$ cat src/mips_mem_pkg.sv
package mips_mem_pkg;

	// memory opcodes carried from decode down to writeback
	typedef enum logic [3:0] {
		MOP_NONE = 4'd0,
		MOP_LB   = 4'd1,
		MOP_LBU  = 4'd2,
		MOP_LH   = 4'd3,
		MOP_LHU  = 4'd4,
		MOP_LW   = 4'd5,
		MOP_LWL  = 4'd6,
		MOP_LWR  = 4'd7,
		MOP_SB   = 4'd8,
		MOP_SH   = 4'd9,
		MOP_SW   = 4'd10,
		MOP_SWL  = 4'd11,
		MOP_SWR  = 4'd12
	} memop_e;

	// any opcode that returns data from the SRAM
	function automatic logic is_load(memop_e op);
		return op inside {MOP_LB, MOP_LBU, MOP_LH, MOP_LHU, MOP_LW, MOP_LWL, MOP_LWR};
	endfunction

	// any opcode that writes bytes into the SRAM
	function automatic logic is_store(memop_e op);
		return op inside {MOP_SB, MOP_SH, MOP_SW, MOP_SWL, MOP_SWR};
	endfunction

endpackage

$ cat src/mips_pipe_pkg.sv
package mips_pipe_pkg;

	// datapath and program counter width
	parameter int XLEN = 32;

	// register file address width, 32 GPRs
	parameter int REG_AW = 5;

	// byte lanes per word
	parameter int LANES = XLEN / 8;

	// width of one byte lane
	parameter int BYTE_W = 8;

	// low address bits that select a lane inside a word
	parameter int ADDR_LSB = $clog2(LANES);

endpackage

$ cat src/mem_stage.sv
`timescale 1ns/1ps

module mem_stage (
	input  logic                             clk,
	input  logic                             rst_n_i,
	input  logic                             stall_i,
	input  logic                             flush_i,
	input  logic [mips_pipe_pkg::XLEN-1:0]   memdata_i,
	input  mips_mem_pkg::memop_e             mem_memop_i,
	input  logic [1:0]                       mem_addr_low_i,
	input  logic [mips_pipe_pkg::XLEN-1:0]   mem_inst_i,
	input  logic [mips_pipe_pkg::XLEN-1:0]   mem_pc_i,
	input  logic                             mem_inslot_i,
	input  logic [mips_pipe_pkg::REG_AW-1:0] mem_waddr_i,
	input  logic [mips_pipe_pkg::XLEN-1:0]   mem_wdata_i,
	input  logic [mips_pipe_pkg::LANES-1:0]  mem_wren_i,
	input  logic                             mem_nofwd_i,
	input  logic                             mem_c0_ren_i,
	input  logic [mips_pipe_pkg::XLEN-1:0]   mem_c0data_i,
	output logic [mips_pipe_pkg::XLEN-1:0]   wb_inst_o,
	output logic                             wb_inslot_o,
	output logic                             wb_is_mem_o,
	output logic [mips_pipe_pkg::REG_AW-1:0] wb_waddr_o,
	output logic [mips_pipe_pkg::XLEN-1:0]   wb_wdata_o,
	output logic [mips_pipe_pkg::LANES-1:0]  wb_wren_o,
	output logic [mips_pipe_pkg::XLEN-1:0]   wb_pc_o,
	output logic [mips_pipe_pkg::XLEN-1:0]   mem_wdata_bp_o,
	output logic                             mem_nofwd_bp_o
);
	import mips_pipe_pkg::*;
	import mips_mem_pkg::*;

	logic [1:0]       k;
	logic [7:0]       byte_sel;
	logic [15:0]      half_sel;
	logic [XLEN-1:0]  load_data;
	logic [LANES-1:0] load_wren;
	logic             ld;
	logic [XLEN-1:0]  wdata_next;
	logic [LANES-1:0] wren_next;

	assign k        = mem_addr_low_i;
	assign byte_sel = memdata_i[{k, 3'b000} +: 8];
	assign half_sel = memdata_i[{k[1], 4'b0000} +: 16];
	assign ld       = is_load(mem_memop_i);

	// load extraction; partial loads also narrow the lane mask
	always_comb begin
		load_data = memdata_i;
		load_wren = {LANES{1'b1}};
		case (mem_memop_i)
			MOP_LB:  load_data = {{(XLEN-8){byte_sel[7]}}, byte_sel};
			MOP_LBU: load_data = {{(XLEN-8){1'b0}}, byte_sel};
			MOP_LH:  load_data = {{(XLEN-16){half_sel[15]}}, half_sel};
			MOP_LHU: load_data = {{(XLEN-16){1'b0}}, half_sel};
			// lwl lands in the upper lanes, 3-k..3
			MOP_LWL: begin
				load_data = memdata_i << {~k, 3'b000};
				load_wren = {LANES{1'b1}} << ~k;
			end
			// lwr lands in the lower lanes, 0..3-k
			MOP_LWR: begin
				load_data = memdata_i >> {k, 3'b000};
				load_wren = {LANES{1'b1}} >> k;
			end
			default: ;
		endcase
	end

	// writeback select: c0 first, then load, then ALU
	always_comb begin
		wdata_next = mem_wdata_i;
		if (ld) begin
			wdata_next = load_data;
		end
		if (mem_c0_ren_i) begin
			wdata_next = mem_c0data_i;
		end
	end

	assign wren_next = ld ? load_wren : mem_wren_i;

	// forwarding taps straight off EX/MEM
	assign mem_wdata_bp_o = mem_wdata_i;
	assign mem_nofwd_bp_o = mem_nofwd_i;

	// MEM/WB boundary; pc survives a flush
	always_ff @(posedge clk) begin
		if (!rst_n_i) begin
			wb_inst_o   <= '0;
			wb_inslot_o <= 1'b0;
			wb_is_mem_o <= 1'b0;
			wb_waddr_o  <= '0;
			wb_wdata_o  <= '0;
			wb_wren_o   <= '0;
			wb_pc_o     <= '0;
		end else if (!stall_i) begin
			wb_pc_o <= mem_pc_i;
			if (flush_i) begin
				wb_inst_o   <= '0;
				wb_inslot_o <= 1'b0;
				wb_is_mem_o <= 1'b0;
				wb_waddr_o  <= '0;
				wb_wdata_o  <= '0;
				wb_wren_o   <= '0;
			end else begin
				wb_inst_o   <= mem_inst_i;
				wb_inslot_o <= mem_inslot_i;
				wb_is_mem_o <= ld | is_store(mem_memop_i);
				wb_waddr_o  <= mem_waddr_i;
				wb_wdata_o  <= wdata_next;
				wb_wren_o   <= wren_next;
			end
		end
	end

endmodule

$ cat config.mk
export PLATFORM = sky130hd
export DESIGN_NAME = mem_stage
export DESIGN_NICKNAME = d
export VERILOG_FILES = /design/src/mips_mem_pkg.sv /design/src/mips_pipe_pkg.sv /design/src/mem_stage.sv
export SDC_FILE = /design/constraint.sdc
export NUM_CORES = 1
export LEC_CHECK = 0
export ABC_AREA = 1
export CAP_MARGIN = 30
export CORE_MARGIN = 10
export CORE_UTILIZATION = 35
export DETAILED_ROUTE_END_ITERATION = 10
export DONT_BUFFER_PORTS = 1
export HOLD_SLACK_MARGIN = 0.1
export PLACE_DENSITY = 0.54
export SLEW_MARGIN = 5
export SYNTH_ARGS = -nofsm -noshare
export SYNTH_HDL_FRONTEND = slang
export SYNTH_SLANG_ARGS = --single-unit
$ cat constraint.sdc
create_clock -name clk -period 1.8 [get_ports clk]
set_input_delay 0.09 -clock clk [delete_from_list [all_inputs] [get_ports clk]]
set_output_delay 0.09 -clock clk [all_outputs]
set_load 0.005 [all_outputs]
==> out/results.ini, run 1 <==
[clock_tree]
cts.sink_count=107
cts_tree=built
htreeDepth=3
clk_path_buf_depth=2
clockRootBuffer=clkbuf_16
numCtsBuffers=9
clkSlewWorstSetupHoldPaths_ns=0.07
cts_setup_buffers=0
clock_latency_ns=0.36

[die]
num_rows=51
die_x_um=161
dieArea_mm2=0.0259
core_area_mm2=0.0195
initial_core_util=0.357
die_h_um=161
num_io_pins=322

[yosys]
syn_area_per_cell_um2=5.63
synth-main-ff-cell=dfxtp_1
synth_edf_count=0
synth_area_leaders=dfxtp_1 (31%), nand2_1 (26%), nor2_1 (9.4%)
synth_top_area_cell=dfxtp_1
syn-num-nets=1419
synth_cell_types=27
ys_warn_count=0
ys_seq_area_frac=0.308
postSynthCellCount=1237
async_flop_share=0
synth_top_area_frac=0.308
synthesis.area_mm2=0.00696
ys_seq_elements=107

[placement]
gp_congestion=0.958
placed_area_mm2=0.00698
port_buffers=0
place_hpwl_um=21300
dp_slack_ns=0.303
dp.cells=1421

[worst_hold_path]
hold_path_depth=3
min_from=stall_i
min_path_type=in -> reg
hold_path_end=wb_inst_o[0]

[layout]
finalInstanceArea_mm2=0.00900
area_growth_pct=29.3
fin_nets=1516
n_antenna_cell=0
drive_above_1_share=0.0463
stdcell_count=1604

[setup_path]
critPathMaxStageDelay_ns=0.54
r2r_start=wb_wdata_o[31]
critPathRequiredTime_ns=2.04
crit_top_cell=nand3_1
worst_r2r_path_depth=3
cp_num_cells=10
cp-start-kind=input port
critPathKind=in -> reg
worstReg2RegEnd=wb_wdata_o[31]
path_cells=clkinv_1, buf_4, nand3_1, nand3_1, nand3_1, o21bai_1, nand2_1, nand2_1, dlygate4sd3_1, a21oi_1
cpMaxStageDelayCell=dlygate4sd3_1
worst-path-buf-inv=3
critPathMaxFanout=67
r2r_slack_ns=0.55
endpoint_kind=flip-flop
worst_ep_arrival_time_ns=1.99
critPathTopFamily=buffers and inverters

[global_route]
grt_max_degree=78
antenna_found_initial=0
grt_pass1_vias=7817
grt_pass1_wl_um=45800
track_usage=0.222
overflow=0

[sta]
fin_crit_ns=1.75
slew_headroom=0.631
tightestPinTransition_ns=0.552
rsz0062_at_grt=yes
setup_ws_ns=0.0543
finalHoldViolations=0
final-setup-viol-count=0
fmax_mhz=573
finClkSkew_ns=0
slew_viol_final=0
finalCritPeriodShare=0.970

[routing]
routed_via_density=5.04
totalWireLength_um=30100
wire_per_inst_um=18.8
num_vias=8092
drc=0
ant_nets=0
drt-initial-drc-count=682
first_pass_iters=5

[power_and_ir_drop]
power_density_mw_per_mm2=667
p_leak_nw=4.19
max-vdd-ir-drop_uv=431

[job]
drv_cap=0

[run_status]
status=finished clean

==> final cells by class <==
type | count | area, um^2
clock buffers | 10 | 229
clock inverters | 6 | 82.6
fillers | 2057 | 10500
inverters | 92 | 345
multi-input cells | 930 | 3900
flip-flops and latches | 107 | 2140
well taps | 265 | 332
repair buffers | 194 | 1970
==> what timing repair did <==
| item | 4_1_cts | 5_1_grt |
|---|---|---|
| resized for setup | 0 | 6 |
| setup endpoints to repair | 0 | 38 |
| endpoints found under the hold margin | 107 | 0 |
| hold buffers | 167 | 0 |
==> worst register-to-register path, stage by stage (launching register included) <==
cell,delay (ns)
dfxtp_1,0.42
nand2_1,0.07
a21oi_1,0.15
dlygate4sd3_1,0.56
==> how the worst max path moves through the flow <==
stage / endpoint / start / slack (ns)
floorplan: wb_wdata_o[30] / mem_memop_i[3] / 0.52
detailed placement: wb_wdata_o[23] / mem_addr_low_i[1] / 0.30
global route: wb_wdata_o[17] / flush_i / -0.01
global placement: wb_wdata_o[23] / mem_addr_low_i[1] / 0.28
finish: wb_wdata_o[12] / mem_addr_low_i[1] / 0.05
CTS: wb_wdata_o[16] / flush_i / 0.004
==> through the flow <==
stage          power (W)  hold WS, ns  utilization  TNS [ns]
6_report         0.00601        0.148        0.461         0
5_1_grt          0.00634        0.163        0.461   -0.0213
4_1_cts          0.00607        0.136        0.460         0
3_5_place_dp     0.00362        0.180        0.357         0
3_3_place_gp     0.00362        0.180        0.357         0
2_1_floorplan    0.00345        0.226            -         0
==> sequential cells by signal, summed over array words and instances, names as in the netlist <==
register / flops
wb_waddr_o: 5
wb_wren_o: 4
wb_is_mem_o: 1
wb_wdata_o: 32
wb_inst_o: 32
wb_pc_o: 32
wb_inslot_o: 1
==> Yosys cell counts, types with 4 or more instances <==
| cell type | number |
|---|---|
| nand2_1 | 490 |
| nor2_1 | 174 |
| dfxtp_1 | 107 |
| nand3_1 | 90 |
| inv_1 | 88 |
| a21oi_1 | 79 |
| o21ai_0 | 64 |
| clkbuf_1 | 41 |
| buf_4 | 39 |
| buf_2 | 21 |
| o21bai_1 | 7 |
| buf_1 | 5 |
| o21ai_1 | 5 |
| nand2_2 | 4 |
| nand4_1 | 4 |
==> cell usage in the layout, fill, tap and decap left out, drive strengths merged <==
cell         instances
inv                 93
a31oi                1
dlygate4sd3        166
dfxtp              107
bufinv               1
a21oi               80
clkinv               3
buf                 28
nor2               179
clkinvlp             1
and2                 2
clkbuf              10
o211ai               2
o21bai               7
nand2              494
nand4                4
o221ai               1
o21ai               70
nand3               90
==> per-layer routing <==
| metal | global-route usage | part of all wire | vias up |
|---|---|---|---|
| met3 | 0.0646 | 0.089 | 55 |
| met5 | 0 | 0 | - |
| met2 | 0.367 | 0.47 | 398 |
| met1 | 0.268 | 0.41 | 3637 |
| met4 | 0.0819 | 0.033 | 0 |
| li1 | - | - | 4002 |
==> power breakdown <==
group / switching [W] / leakage [nW] / total (W) / internal, W
Sequential: 0.000122 / 0.879 / 0.00261 / 0.00249
Clock: 0.000984 / 0.148 / 0.00209 / 0.00111
Combinational: 0.000714 / 3.16 / 0.00130 / 0.000588
==> kinds of logic after synthesis <==
group,after synthesis,synth area share
AOI/OAI and AO/OA,161,0.121
and+or+nand+nor,769,0.438
buffers and inverters,200,0.134
DFF,107,0.308
No activity file was read; power rests on OpenSTA's default activity.
==> inputs of run 2 (changes only) <==
--- a/config.mk
+++ b/config.mk
@@ -9,6 +9,7 @@
 export CAP_MARGIN = 30
 export CORE_MARGIN = 10
 export CORE_UTILIZATION = 35
+export CTS_CLUSTER_DIAMETER = 40
 export DETAILED_ROUTE_END_ITERATION = 10
 export DONT_BUFFER_PORTS = 1
 export HOLD_SLACK_MARGIN = 0.1
==> constraint.sdc (replaced) <==
create_clock -name clk -period 1.8 [get_ports clk]
set_input_delay 0.09 -clock clk [delete_from_list [all_inputs] [get_ports clk]]
set_output_delay 0.09 -clock clk [all_outputs]
set_load 0.1 [all_outputs]
==> run 2 against run 1 <==
Register-to-register slack worse by 0.26 ns. First-iteration DRC count increased by 23%. Clock skew is the same. Clock power fell by 4%. Maximum frequency up 1.9%. Die area did not move. Sequential power shrank 3%. Hold slack got worse by 0.030 ns. Setup slack improved by 0.033 ns. Critical endpoint is now wb_wdata_o[10].
==> out/results.ini, run 2 (synthesized netlist as in run 1, its figures left out) <==
[placement]
gp_congestion=0.898
place_hpwl_um=22100
placed_area_mm2=0.00773
port_buffers=0

[power_and_ir_drop]
max-vdd-ir-drop_uv=454
p_leak_nw=4.80
power_density_mw_per_mm2=711

[sta]
timing.hold.ws_ns=0.118
fin_crit_ns=1.71
tightestPinTransition_ns=1.04
slew_viol_final=0
finClkSkew_ns=0
finalCritPeriodShare=0.952
fmax_mhz=584
setup_tns_ns=0
slew_headroom=0.306
rsz0062_at_grt=yes
final-setup-viol-count=0
finalHoldViolations=0

[clock_tree]
htreeDepth=3
cts.sink_count=107
numCtsBuffers=9
cts_tree=built
clock_latency_ns=0.36
clkSlewWorstSetupHoldPaths_ns=0.09
clk_path_buf_depth=2
clockRootBuffer=clkbuf_16

[job]
drv_cap=0

[layout]
final_cell_mix=nand2_1 (487), nor2_1 (172), dlygate4sd3_1 (169), buf_4 (126), dfxtp_1 (107)
area_growth_pct=40.8
top_regs=wb_inst_o: 32 flops, wb_pc_o: 32 flops, wb_wdata_o: 32 flops
multi_input_area_mm2=0.00391
fin_nets=1625
drive_above_1_share=0.117
nFillCells=2012
regArea_mm2=0.00214
layout_commonest_cell=nand2_1
finalInstanceArea_mm2=0.00980

[global_route]
grt_pass1_vias=8337
grt_max_degree=79
antenna_found_initial=3
grt_pass1_wl_um=48100
overflow=0
track_usage=0.231

[die]
initial_core_util=0.357
die_x_um=161
dieArea_mm2=0.0259
core_area_mm2=0.0195
num_io_pins=322
num_rows=51
die_h_um=161

[setup_path]
critPathKind=in -> reg
endpoint_kind=flip-flop
worst_ep_arrival_time_ns=2.00
critPathRequiredTime_ns=2.09
cp-start-kind=input port
critPathMaxFanout=31

[routing]
first_pass_iters=5
ant_nets=0
drc=0
wire_per_inst_um=18.4
totalWireLength_um=31500
drt-initial-drc-count=838
routed_via_density=5.00
num_vias=8572

[run_status]
status=finished clean

[worst_hold_path]
min_path_type=in -> reg

## run 2: layout make-up
cell class | instances | area share
Tap cell | 265 | 0.0338
Antenna cell | 3 | 0.000766
Sequential cell | 107 | 0.219
Timing Repair Buffer | 303 | 0.284
Clock buffer | 10 | 0.0234
Inverter | 92 | 0.0352
Multi-Input combinational cell | 930 | 0.398
Clock inverter | 6 | 0.00626
## run 2: routing by layer
metal | routed length (um) | GRT usage | vias up
li1 | - | - | 4230
met1 | 12800 | 0.284 | 3879
met2 | 14700 | 0.379 | 401
met3 | 3050 | 0.0656 | 62
met4 | 1020 | 0.0827 | 0
met5 | 0 | 0 | -
## run 2: timing repair
action                                  in CTS  in global routing
hold buffers                               170                  0
endpoints found under the hold margin      107                  0
gates resized for setup                      0                  8
endpoints found under the setup margin       0                 37
buffers inserted                             0                  2
## run 2: worst paths after layout
path	slack, ns	to	start	cells past startpoint
max	0.09	wb_wdata_o[10]	flush_i	8
min	0.12	wb_wdata_o[24]	mem_wdata_i[24]	6
max reg2reg	0.29	wb_inst_o[20]	wb_inst_o[20]	4
min reg2reg	0.47	wb_wdata_o[15]	wb_wdata_o[15]	2
## run 2: stage by stage
stage | util | setup slack (ns) | cells | total power (W)
after global routing | 0.502 | -0.0547 | 1716 | 0.00732
after global placement | 0.396 | 0.131 | 1525 | 0.00465
final | 0.502 | 0.0870 | 1716 | 0.00697
after CTS | 0.499 | 0.0168 | 1711 | 0.00701
after floorplan | - | 0.507 | 1237 | 0.00460
after detailed placement | 0.396 | 0.141 | 1525 | 0.00466
## run 2: critical path, cell delays in order
cell and delay, ns:
dlygate4sd3_1 0.58, nor2_4 0.11, inv_1 0.08, buf_6 0.20, nor2_1 0.18, nand2_1 0.07, dlygate4sd3_1 0.55, a21oi_1 0.13
## run 2: power by group
group,internal [W],switching [W],leakage [nW]
registers,0.00249,0.0000578,0.879
logic,0.000727,0.00170,3.78
clock network,0.000975,0.00102,0.138
