--- config.mk ---
export PLATFORM = sky130hd
export DESIGN_NAME = mem_access
export DESIGN_NICKNAME = d
export VERILOG_FILES = /design/src/mips_mem_pkg.sv /design/src/mips_pipe_pkg.sv /design/src/mem_access.sv
export SDC_FILE = /design/constraint.sdc
export NUM_CORES = 1
export LEC_CHECK = 0
export BUFFER_PORTS_ARGS = -buffer_cell sky130_fd_sc_hd__buf_2
export CORE_AREA = 2 2 155 157
export CTS_BUF_LIST = sky130_fd_sc_hd__clkbuf_4 sky130_fd_sc_hd__clkbuf_8
export CTS_CLUSTER_SIZE = 20
export DETAILED_ROUTE_END_ITERATION = 12
export DIE_AREA = 0 0 157 159
export GPL_TIMING_DRIVEN = 0
export PLACE_DENSITY = 0.61
export SYNTH_ARGS = -nofsm -noshare
export SYNTH_HDL_FRONTEND = slang
export SYNTH_SLANG_ARGS = --single-unit
--- constraint.sdc ---
create_clock -name clk -period 2.73 [get_ports clk]
set_input_delay 0.546 -clock clk [delete_from_list [all_inputs] [get_ports clk]]
set_output_delay 0.546 -clock clk [all_outputs]
set_load 0.02 [all_outputs]
--- src/mips_mem_pkg.sv ---
package mips_mem_pkg;

	// memory opcodes carried from decode down to writeback
	typedef enum logic [3:0] {
		MOP_NONE = 4'd0,
		MOP_LB   = 4'd1,
		MOP_LBU  = 4'd2,
		MOP_LH   = 4'd3,
		MOP_LHU  = 4'd4,
		MOP_LW   = 4'd5,
		MOP_LWL  = 4'd6,
		MOP_LWR  = 4'd7,
		MOP_SB   = 4'd8,
		MOP_SH   = 4'd9,
		MOP_SW   = 4'd10,
		MOP_SWL  = 4'd11,
		MOP_SWR  = 4'd12
	} memop_e;

	// any opcode that returns data from the SRAM
	function automatic logic is_load(memop_e op);
		return op inside {MOP_LB, MOP_LBU, MOP_LH, MOP_LHU, MOP_LW, MOP_LWL, MOP_LWR};
	endfunction

	// any opcode that writes bytes into the SRAM
	function automatic logic is_store(memop_e op);
		return op inside {MOP_SB, MOP_SH, MOP_SW, MOP_SWL, MOP_SWR};
	endfunction

endpackage

--- src/mips_pipe_pkg.sv ---
package mips_pipe_pkg;

	// datapath and program counter width
	parameter int XLEN = 32;

	// register file address width, 32 GPRs
	parameter int REG_AW = 5;

	// byte lanes per word
	parameter int LANES = XLEN / 8;

	// width of one byte lane
	parameter int BYTE_W = 8;

	// low address bits that select a lane inside a word
	parameter int ADDR_LSB = $clog2(LANES);

endpackage

--- src/mem_access.sv ---
`timescale 1ns/1ps

module mem_access #(
	parameter int DMEM_AW = 8
) (
	input  logic                                 clk,
	input  logic                                 rst_n_i,
	input  logic                                 stall_i,
	input  mips_mem_pkg::memop_e                 ex_memop_i,
	input  logic [mips_pipe_pkg::XLEN-1:0]       ex_addr_i,
	input  logic [mips_pipe_pkg::XLEN-1:0]       ex_store_data_i,
	input  logic [mips_pipe_pkg::XLEN-1:0]       ex_inst_i,
	input  logic [mips_pipe_pkg::XLEN-1:0]       ex_pc_i,
	input  logic                                 ex_inslot_i,
	input  logic [mips_pipe_pkg::REG_AW-1:0]     ex_waddr_i,
	input  logic [mips_pipe_pkg::XLEN-1:0]       ex_wdata_i,
	input  logic [mips_pipe_pkg::LANES-1:0]      ex_wren_i,
	input  logic                                 ex_nofwd_i,
	input  logic                                 ex_c0_ren_i,
	input  logic [mips_pipe_pkg::XLEN-1:0]       ex_c0data_i,
	output logic                                 sram_en_o,
	output logic [mips_pipe_pkg::LANES-1:0]      sram_we_o,
	output logic [DMEM_AW-1:0]                   sram_addr_o,
	output logic [mips_pipe_pkg::XLEN-1:0]       sram_wdata_o,
	output mips_mem_pkg::memop_e                 mem_memop_o,
	output logic [1:0]                           mem_addr_low_o,
	output logic [mips_pipe_pkg::XLEN-1:0]       mem_inst_o,
	output logic [mips_pipe_pkg::XLEN-1:0]       mem_pc_o,
	output logic                                 mem_inslot_o,
	output logic [mips_pipe_pkg::REG_AW-1:0]     mem_waddr_o,
	output logic [mips_pipe_pkg::XLEN-1:0]       mem_wdata_o,
	output logic [mips_pipe_pkg::LANES-1:0]      mem_wren_o,
	output logic                                 mem_nofwd_o,
	output logic                                 mem_c0_ren_o,
	output logic [mips_pipe_pkg::XLEN-1:0]       mem_c0data_o
);
	import mips_pipe_pkg::*;
	import mips_mem_pkg::*;

	logic [1:0]       k;
	logic [LANES-1:0] store_be;
	logic [XLEN-1:0]  store_data;

	assign k = ex_addr_i[1:0];

	// lane enables and lane-aligned data per store flavour
	always_comb begin
		store_be   = '0;
		store_data = ex_store_data_i;
		case (ex_memop_i)
			MOP_SB: begin
				store_be   = {{(LANES-1){1'b0}}, 1'b1} << k;
				store_data = {LANES{ex_store_data_i[7:0]}};
			end
			MOP_SH: begin
				store_be   = {{(LANES-2){1'b0}}, 2'b11} << k;
				store_data = {2{ex_store_data_i[15:0]}};
			end
			MOP_SW: store_be = {LANES{1'b1}};
			// swl fills lanes 0..k from the top of the register
			MOP_SWL: begin
				store_be   = {LANES{1'b1}} >> ~k;
				store_data = ex_store_data_i >> {~k, 3'b000};
			end
			// swr fills lanes k..3 from the bottom of the register
			MOP_SWR: begin
				store_be   = {LANES{1'b1}} << k;
				store_data = ex_store_data_i << {k, 3'b000};
			end
			default: ;
		endcase
	end

	// SRAM request goes out in the same cycle as the EX fields
	assign sram_en_o    = ~stall_i & (is_load(ex_memop_i) | is_store(ex_memop_i));
	assign sram_we_o    = stall_i ? '0 : store_be;
	assign sram_addr_o  = ex_addr_i[ADDR_LSB +: DMEM_AW];
	assign sram_wdata_o = store_data;

	// EX/MEM boundary
	always_ff @(posedge clk) begin
		if (!rst_n_i) begin
			mem_memop_o    <= MOP_NONE;
			mem_addr_low_o <= '0;
			mem_inst_o     <= '0;
			mem_pc_o       <= '0;
			mem_inslot_o   <= 1'b0;
			mem_waddr_o    <= '0;
			mem_wdata_o    <= '0;
			mem_wren_o     <= '0;
			mem_nofwd_o    <= 1'b0;
			mem_c0_ren_o   <= 1'b0;
			mem_c0data_o   <= '0;
		end else if (!stall_i) begin
			mem_memop_o    <= ex_memop_i;
			mem_addr_low_o <= k;
			mem_inst_o     <= ex_inst_i;
			mem_pc_o       <= ex_pc_i;
			mem_inslot_o   <= ex_inslot_i;
			mem_waddr_o    <= ex_waddr_i;
			mem_wdata_o    <= ex_wdata_i;
			mem_wren_o     <= ex_wren_i;
			mem_nofwd_o    <= ex_nofwd_i;
			mem_c0_ren_o   <= ex_c0_ren_i;
			mem_c0data_o   <= ex_c0data_i;
		end
	end

endmodule

==> results of run 1 <==
[final cells by class]
| cell class | count | share of cell area, % |
|---|---|---|
| multi-input combinational | 429 | 37.6 |
| inverter | 4 | 0.159 |
| buffer | 58 | 3.36 |
| clock inverter | 14 | 1.69 |
| sequential | 146 | 30.9 |
| tap | 319 | 4.22 |
| clock buffer | 18 | 2.62 |
| timing repair buffer | 367 | 19.4 |
[report_power, final]
group | total [W] | internal, W | switching (W)
registers | 0.00232 | 0.00226 | 0.0000599
clock network | 0.00173 | 0.000720 | 0.00101
logic | 0.00111 | 0.000476 | 0.000630
[cell usage after synthesis, drive strengths merged, types with 2 or more instances]
cell    count
nand2b      5
o21ai       4
a22o       16
a21oi      15
nand2       7
and3        2
a211oi      7
mux4        8
buf        34
a221o      23
a221oi      3
nor2       14
nand3       3
clkbuf     24
mux2i     161
dfxtp     146
inv         4
nor2b     147
[flip-flops by register name, summed over array words and instances, names as in the netlist]
register	cells
mem_inst_o	32
mem_inslot_o	1
mem_addr_low_o	2
mem_nofwd_o	1
mem_pc_o	32
mem_wren_o	4
mem_c0_ren_o	1
mem_waddr_o	5
mem_wdata_o	32
mem_memop_o	4
mem_c0data_o	32
[cell families after synthesis]
family                 Yosys count
and+or+nand+nor                185
buffers and inverters           62
muxes                          169
DFF                            146
AOI/OAI and AO/OA               75
[metal layers]
layer	vias up	wire length (um)
li1	3003	-
met1	2822	8430
met2	259	11100
met3	24	1890
met4	0	401
met5	-	0
[layout by cell type (no fill, tap or decap), drive strengths merged, types with 2 or more instances in the layout]
cell type  count
a211oi         7
a21oi         15
a221o         23
a221oi         3
a22o          16
and3           2
buf          401
clkbuf        42
clkinv         6
dfxtp        146
inv           12
mux2i        161
mux4           8
nand2          7
nand2b         5
nand3          3
nor2          14
nor2b        147
o21ai          4
[through the flow]
stage               total power, W  setup slack [ns]  hold WS (ns)  setup TNS, ns
detailed placement         0.00348           -0.0398         0.487         -0.103
global placement           0.00346           -0.0489         0.465         -0.120
CTS                        0.00523            0.0475         0.310              0
global route               0.00541            0.0387         0.319              0
floorplan                  0.00304             0.313         0.550              0
finish                     0.00515             0.103         0.342              0
[worst max-delay path, stage by stage]
cell and delay [ns]:
buf_2 0.11, buf_4 0.16, or2_1 0.22, clkbuf_2 0.16, a21oi_1 0.17, o21ai_2 0.16
a221o_1 0.37, buf_2 0.17
[worst paths after layout]
kind	startpoint	to	slack [ns]	cells after the start
setup / recovery	ex_memop_i[0]	sram_wdata_o[15]	0.10	8
setup reg to reg	mem_memop_o[3]	mem_memop_o[3]	2.09	2
hold reg to reg	mem_memop_o[3]	mem_memop_o[3]	0.50	2
hold / removal	ex_wdata_i[7]	mem_wdata_o[7]	0.34	3
==> flow_metrics.py, run 1 <==
metrics = {
    "run_status": {
        "run_status": "finished clean",
    },
    "die": {
        "boundaryPins": 402,
        "chipWidth_um": 157,
        "design.die.area_um2": 25000,
        "die_height_um": 159,
        "num_rows": 56,
        "core-area_um2": 23200,
        "initial_core_utilization_pct": 29.3,
    },
    "logic_synthesis": {
        "async_flop_share_pct": 0,
        "synth-xor-area-share_pct": 0,
        "post_synth_inst_count": 637,
        "seq_area_frac_synth_pct": 43.0,
        "yosys_register_bits": 146,
        "yosysTopAreaCellShare_pct": 43.0,
        "yosys-mux-area-fraction_pct": 26.5,
        "synth_simple_gate_area_share_pct": 16.7,
        "post_synth.cell_area_avg_um2": 10.7,
        "netlist-cell-type-count": 41,
        "synth_compound_area_share_pct": 8.88,
        "synth-warning-count": 0,
        "synth-edff-count": 0,
        "largest_family_of_logic_cells_by_synthesized_area": "multiplexers",
        "synth_nets": 848,
        "ys_dominant_reg_cell": "dfxtp_1",
        "synth_fa_ha_area_share_pct": 0,
        "netlist_top_cells_area": "dfxtp_1 (43%), mux2i_1 (24%), nor2b_1 (13%)",
        "synth_top_area_cell": "dfxtp_1",
        "synth.cell_area_um2": 6790,
    },
    "drt": {
        "initial_drt_pass_iterations": 4,
        "drt_wl_total_um": 21800,
        "route.vias.total": 6108,
        "drt-initial-drc-count": 222,
        "wire_per_inst_um": 16.1,
        "remaining_drc_errors": 0,
        "viasPerCell": 4.51,
        "number_of_nets_with_antenna_violations_after_routing": 0,
    },
    "critical_path": {
        "worst-endpoint-required_ns": 2.18,
        "critPathKind": "input port to output pin",
        "critPathCaptureType": "output pin",
        "path_max_fanout": 10,
        "worst_setup_path_start_kind": "input port",
        "worst_ep_arrival_time_ns": 2.08,
    },
    "grt": {
        "groute.usage.overall_pct": 16.7,
        "met1_usage_pct": 17.4,
        "gr-usage-met2_pct": 31.1,
        "number_of_antenna_violations_at_the_first_check_in_global_routing": 0,
        "grt_pass1_wl_um": 32800,
        "globalRouteOverflowTotal": 0,
        "grt_start_max_net_pins": 18,
        "grt_pass1_vias": 6096,
        "grt_busiest_layer": "met2",
        "grtUsageMet3_pct": 5.69,
    },
    "timing": {
        "final.period_utilization_pct": 96.2,
        "unrepaired_setup_endpoints_after_global_routing": "false",
        "maxSlewHeadroom_pct": 49.1,
        "timing.clock.skew_ns": 0,
        "max_slew.worst_pin.slew_ns": 0.764,
        "finalHoldViolCount": 0,
        "max_clock_freq_mhz": 381,
        "setup_violations": 0,
        "report.final.slew_viol_count": 0,
        "final_period_minus_worst_setup_slack_ns": 2.63,
    },
    "placed_design": {
        "final_replace_weighted_congestion": 0.863,
        "placedCellCount": 1323,
        "placement.cell_area_um2": 9030,
        "post-dp-hpwl_um": 16900,
        "io_buffer_count": 367,
    },
    "final_layout": {
        "insertedDiodeCount": 0,
        "layout_cells_excl_fill": 1355,
        "utilization_pct": 40.7,
        "storage_cell_area_um2": 2920,
        "nFillCells": 2386,
        "stdcell_area_um2": 9450,
        "drive_above_1_share_pct": 43.1,
        "design.final.nets": 1234,
        "footprint_of_the_multi_input_gates_um2": 3550,
        "syn_to_final_growth_pct": 39.1,
    },
    "hold_path": {
        "hold_path_class": "input port to flop",
    },
    "job": {
        "cap_viol_max_count": 0,
    },
    "cts": {
        "cts_buffers": 17,
        "cts.sink_count": 146,
        "cts_root_buffer": "clkbuf_8",
        "post-cts-setup-buffers": 0,
        "cts-root-to-sink-buffers": 2,
        "htree_num_levels": 4,
        "worstSkewPairLatency_ns": 0.43,
        "clk_pin_slew_worst_paths_ns": 0.11,
        "tritoncts_clock_tree": "built",
        "cts-resized-gates": 2,
        "total_of_hold_buffers_inserted_after_clock_tree_synthesis": 0,
    },
    "power": {
        "irDropWorstVdd_v": 0.000302,
        "p_per_area_nw_per_um2": 545,
        "static-leakage-power_nw": 4.79,
    },
}
(Power assumes the default switching activity.)
==> run 2: changes to the inputs <==
--- a/config.mk
+++ b/config.mk
@@ -8,11 +8,10 @@
 export BUFFER_PORTS_ARGS = -buffer_cell sky130_fd_sc_hd__buf_2
 export CORE_AREA = 2 2 155 157
 export CTS_BUF_LIST = sky130_fd_sc_hd__clkbuf_4 sky130_fd_sc_hd__clkbuf_8
-export CTS_CLUSTER_SIZE = 20
 export DETAILED_ROUTE_END_ITERATION = 12
 export DIE_AREA = 0 0 157 159
 export GPL_TIMING_DRIVEN = 0
-export PLACE_DENSITY = 0.61
+export PLACE_DENSITY = 0.68
 export SYNTH_ARGS = -nofsm -noshare
 export SYNTH_HDL_FRONTEND = slang
 export SYNTH_SLANG_ARGS = --single-unit
==> run 2 against run 1 <==
Effect of this change:
- clock power is essentially flat
- global-route usage increased by 0.063 points
- fmax increased by 0.71%
- cell area down 0.12%
- setup slack better by 0.019 ns
- critical path depth fell by 3
- via count is 0.61% higher
- largest cell class unchanged
- critical endpoint is now sram_wdata_o[28]
- sequential power about the same
==> flow_metrics.py, run 2 (synthesis gave the netlist of run 1 again) <==
metrics = {
    "critical_path": {
        "worst_ep_arrival_time_ns": 2.06,
        "critPathKind": "input port to output pin",
        "timing.critical_path.max_delay_family": "buffers and inverters",
        "worstPathCellList": "buf_2, buf_2, mux4_2, a221o_1, buf_2",
        "critPathSlowestCell": "buf_2",
        "worst_setup_path_start_kind": "input port",
        "path_max_fanout": 19,
        "worst-endpoint-required_ns": 2.18,
        "cpPeakStageDelay_ns": 0.40,
        "crit_top_cell": "buf_2",
        "critical_path.reg2reg.startpoint": "mem_pc_o[15]",
        "worst-path-buf-inv": 3,
        "worstSetupStartpoint": "ex_addr_i[1]",
        "critPathCaptureType": "output pin",
    },
    "die": {
        "num_rows": 56,
        "core-area_um2": 23200,
        "initial_core_utilization_pct": 29.3,
        "boundaryPins": 402,
        "design.die.area_um2": 25000,
        "die_height_um": 159,
        "chipWidth_um": 157,
    },
    "cts": {
        "total_of_hold_buffers_inserted_after_clock_tree_synthesis": 0,
        "htree_num_levels": 4,
        "post-cts-setup-buffers": 0,
        "worstSkewPairLatency_ns": 0.44,
        "cts_root_buffer": "clkbuf_8",
        "cts.sink_count": 146,
        "cts_buffers": 17,
        "clk_pin_slew_worst_paths_ns": 0.09,
        "cts-root-to-sink-buffers": 2,
        "tritoncts_clock_tree": "built",
    },
    "drt": {
        "remaining_drc_errors": 0,
        "drt_wl_total_um": 21700,
        "drt-initial-drc-count": 267,
        "number_of_nets_with_antenna_violations_after_routing": 0,
        "wire_per_inst_um": 16.0,
        "viasPerCell": 4.54,
        "initial_drt_pass_iterations": 6,
        "route.vias.total": 6145,
    },
    "grt": {
        "grt_pass1_vias": 6168,
        "grt_pass1_wl_um": 33000,
        "globalRouteOverflowTotal": 0,
        "groute.usage.overall_pct": 16.8,
        "number_of_antenna_violations_at_the_first_check_in_global_routing": 1,
        "grt_start_max_net_pins": 17,
    },
    "timing": {
        "maxSlewHeadroom_pct": 54.8,
        "setup_violations": 0,
        "final_period_minus_worst_setup_slack_ns": 2.61,
        "report.final.slew_viol_count": 0,
        "unrepaired_setup_endpoints_after_global_routing": "false",
        "max_slew.worst_pin.slew_ns": 0.678,
        "whs_ns": 0.352,
        "finalHoldViolCount": 0,
        "timing.clock.skew_ns": 0,
        "final.period_utilization_pct": 95.5,
        "max_clock_freq_mhz": 383,
    },
    "final_layout": {
        "syn_to_final_growth_pct": 38.9,
        "most-common-layout-cells": "buf_2 (385), mux2i_1 (161), nor2b_1 (146), dfxtp_1 (146), a221o_1 (23)",
        "layout.cells.most_common": "buf_2",
        "drive_above_1_share_pct": 43.0,
        "utilization_pct": 40.7,
        "design.final.nets": 1233,
    },
    "run_status": {
        "run_status": "finished clean",
    },
    "power": {
        "p_per_area_nw_per_um2": 547,
        "irDropWorstVdd_v": 0.000299,
        "static-leakage-power_nw": 4.78,
    },
    "hold_path": {
        "hp-start": "ex_c0data_i[29]",
        "hold_path_class": "input port to flop",
    },
    "placed_design": {
        "final_replace_weighted_congestion": 0.883,
        "io_buffer_count": 367,
        "post-dp-hpwl_um": 16900,
    },
    "job": {
        "cap_viol_max_count": 0,
    },
}
## run 2: changes by cell type in the layout (fill, tap and decap cells not counted), sizes merged
cell	change
inv	-3
clkinv	-2
diode	+1
clkinvlp	+2
bufinv	+2
clkbuf	-1
## run 2: worst paths after layout
check                           depth (start not counted)               end  slack (ns)
worst max-delay path                                    5  sram_wdata_o[28]        0.12
worst min register to register                          2    mem_memop_o[3]        0.48
worst min-delay path                                    3  mem_c0data_o[29]        0.35
worst max register to register                          2      mem_pc_o[15]        2.06
## run 2: per-layer routing
layer  GRT usage, %  vias to the layer above  part of all wire (%)
met3           4.98                       35                   7.6
met1           18.4                     2841                    40
met4           6.46                        0                   2.4
li1               -                     3004                     -
met5              0                        -                     0
met2           30.2                      265                    50
## run 2: power by group
part	internal [W]	switching, W	total, W
combinational	0.000476	0.000631	0.00111
sequential	0.00226	0.0000623	0.00232
clock	0.000849	0.000889	0.00174
## run 2: area by class of cell
type / instances / area, um2
tap: 319 / 399
antenna: 1 / 2.50
buffer: 57 / 314
multi-input combinational: 429 / 3550
clock inverter: 13 / 150
timing repair buffer: 367 / 1840
sequential: 146 / 2920
fill: 2346 / 13800
clock buffer: 18 / 248
inverter: 4 / 15.0
## run 2: repair_timing
action                                  CTS  global route
gates resized for setup                   1             2
hold endpoints to repair                  0             0
endpoints found under the setup margin    1            10
pin swaps                                 0             0
## run 2: tightest hold or removal path, cell delays in order
cell and delay (ns):
buf_2 0.07, mux2i_1 0.05, nor2b_1 0.09
## run 2: metrics by stage
step	instances	instance area [um2]	power, W	setup WS [ns]	setup TNS, ns
2_1_floorplan	637	6790	0.00304	0.313	0
3_3_place_gp	1323	9030	0.00346	-0.0605	-0.114
3_5_place_dp	1323	9030	0.00348	-0.0162	-0.0162
4_1_cts	1354	9430	0.00524	0.0205	0
5_1_grt	1353	9440	0.00543	0.0250	0
6_report	1354	9440	0.00516	0.122	0
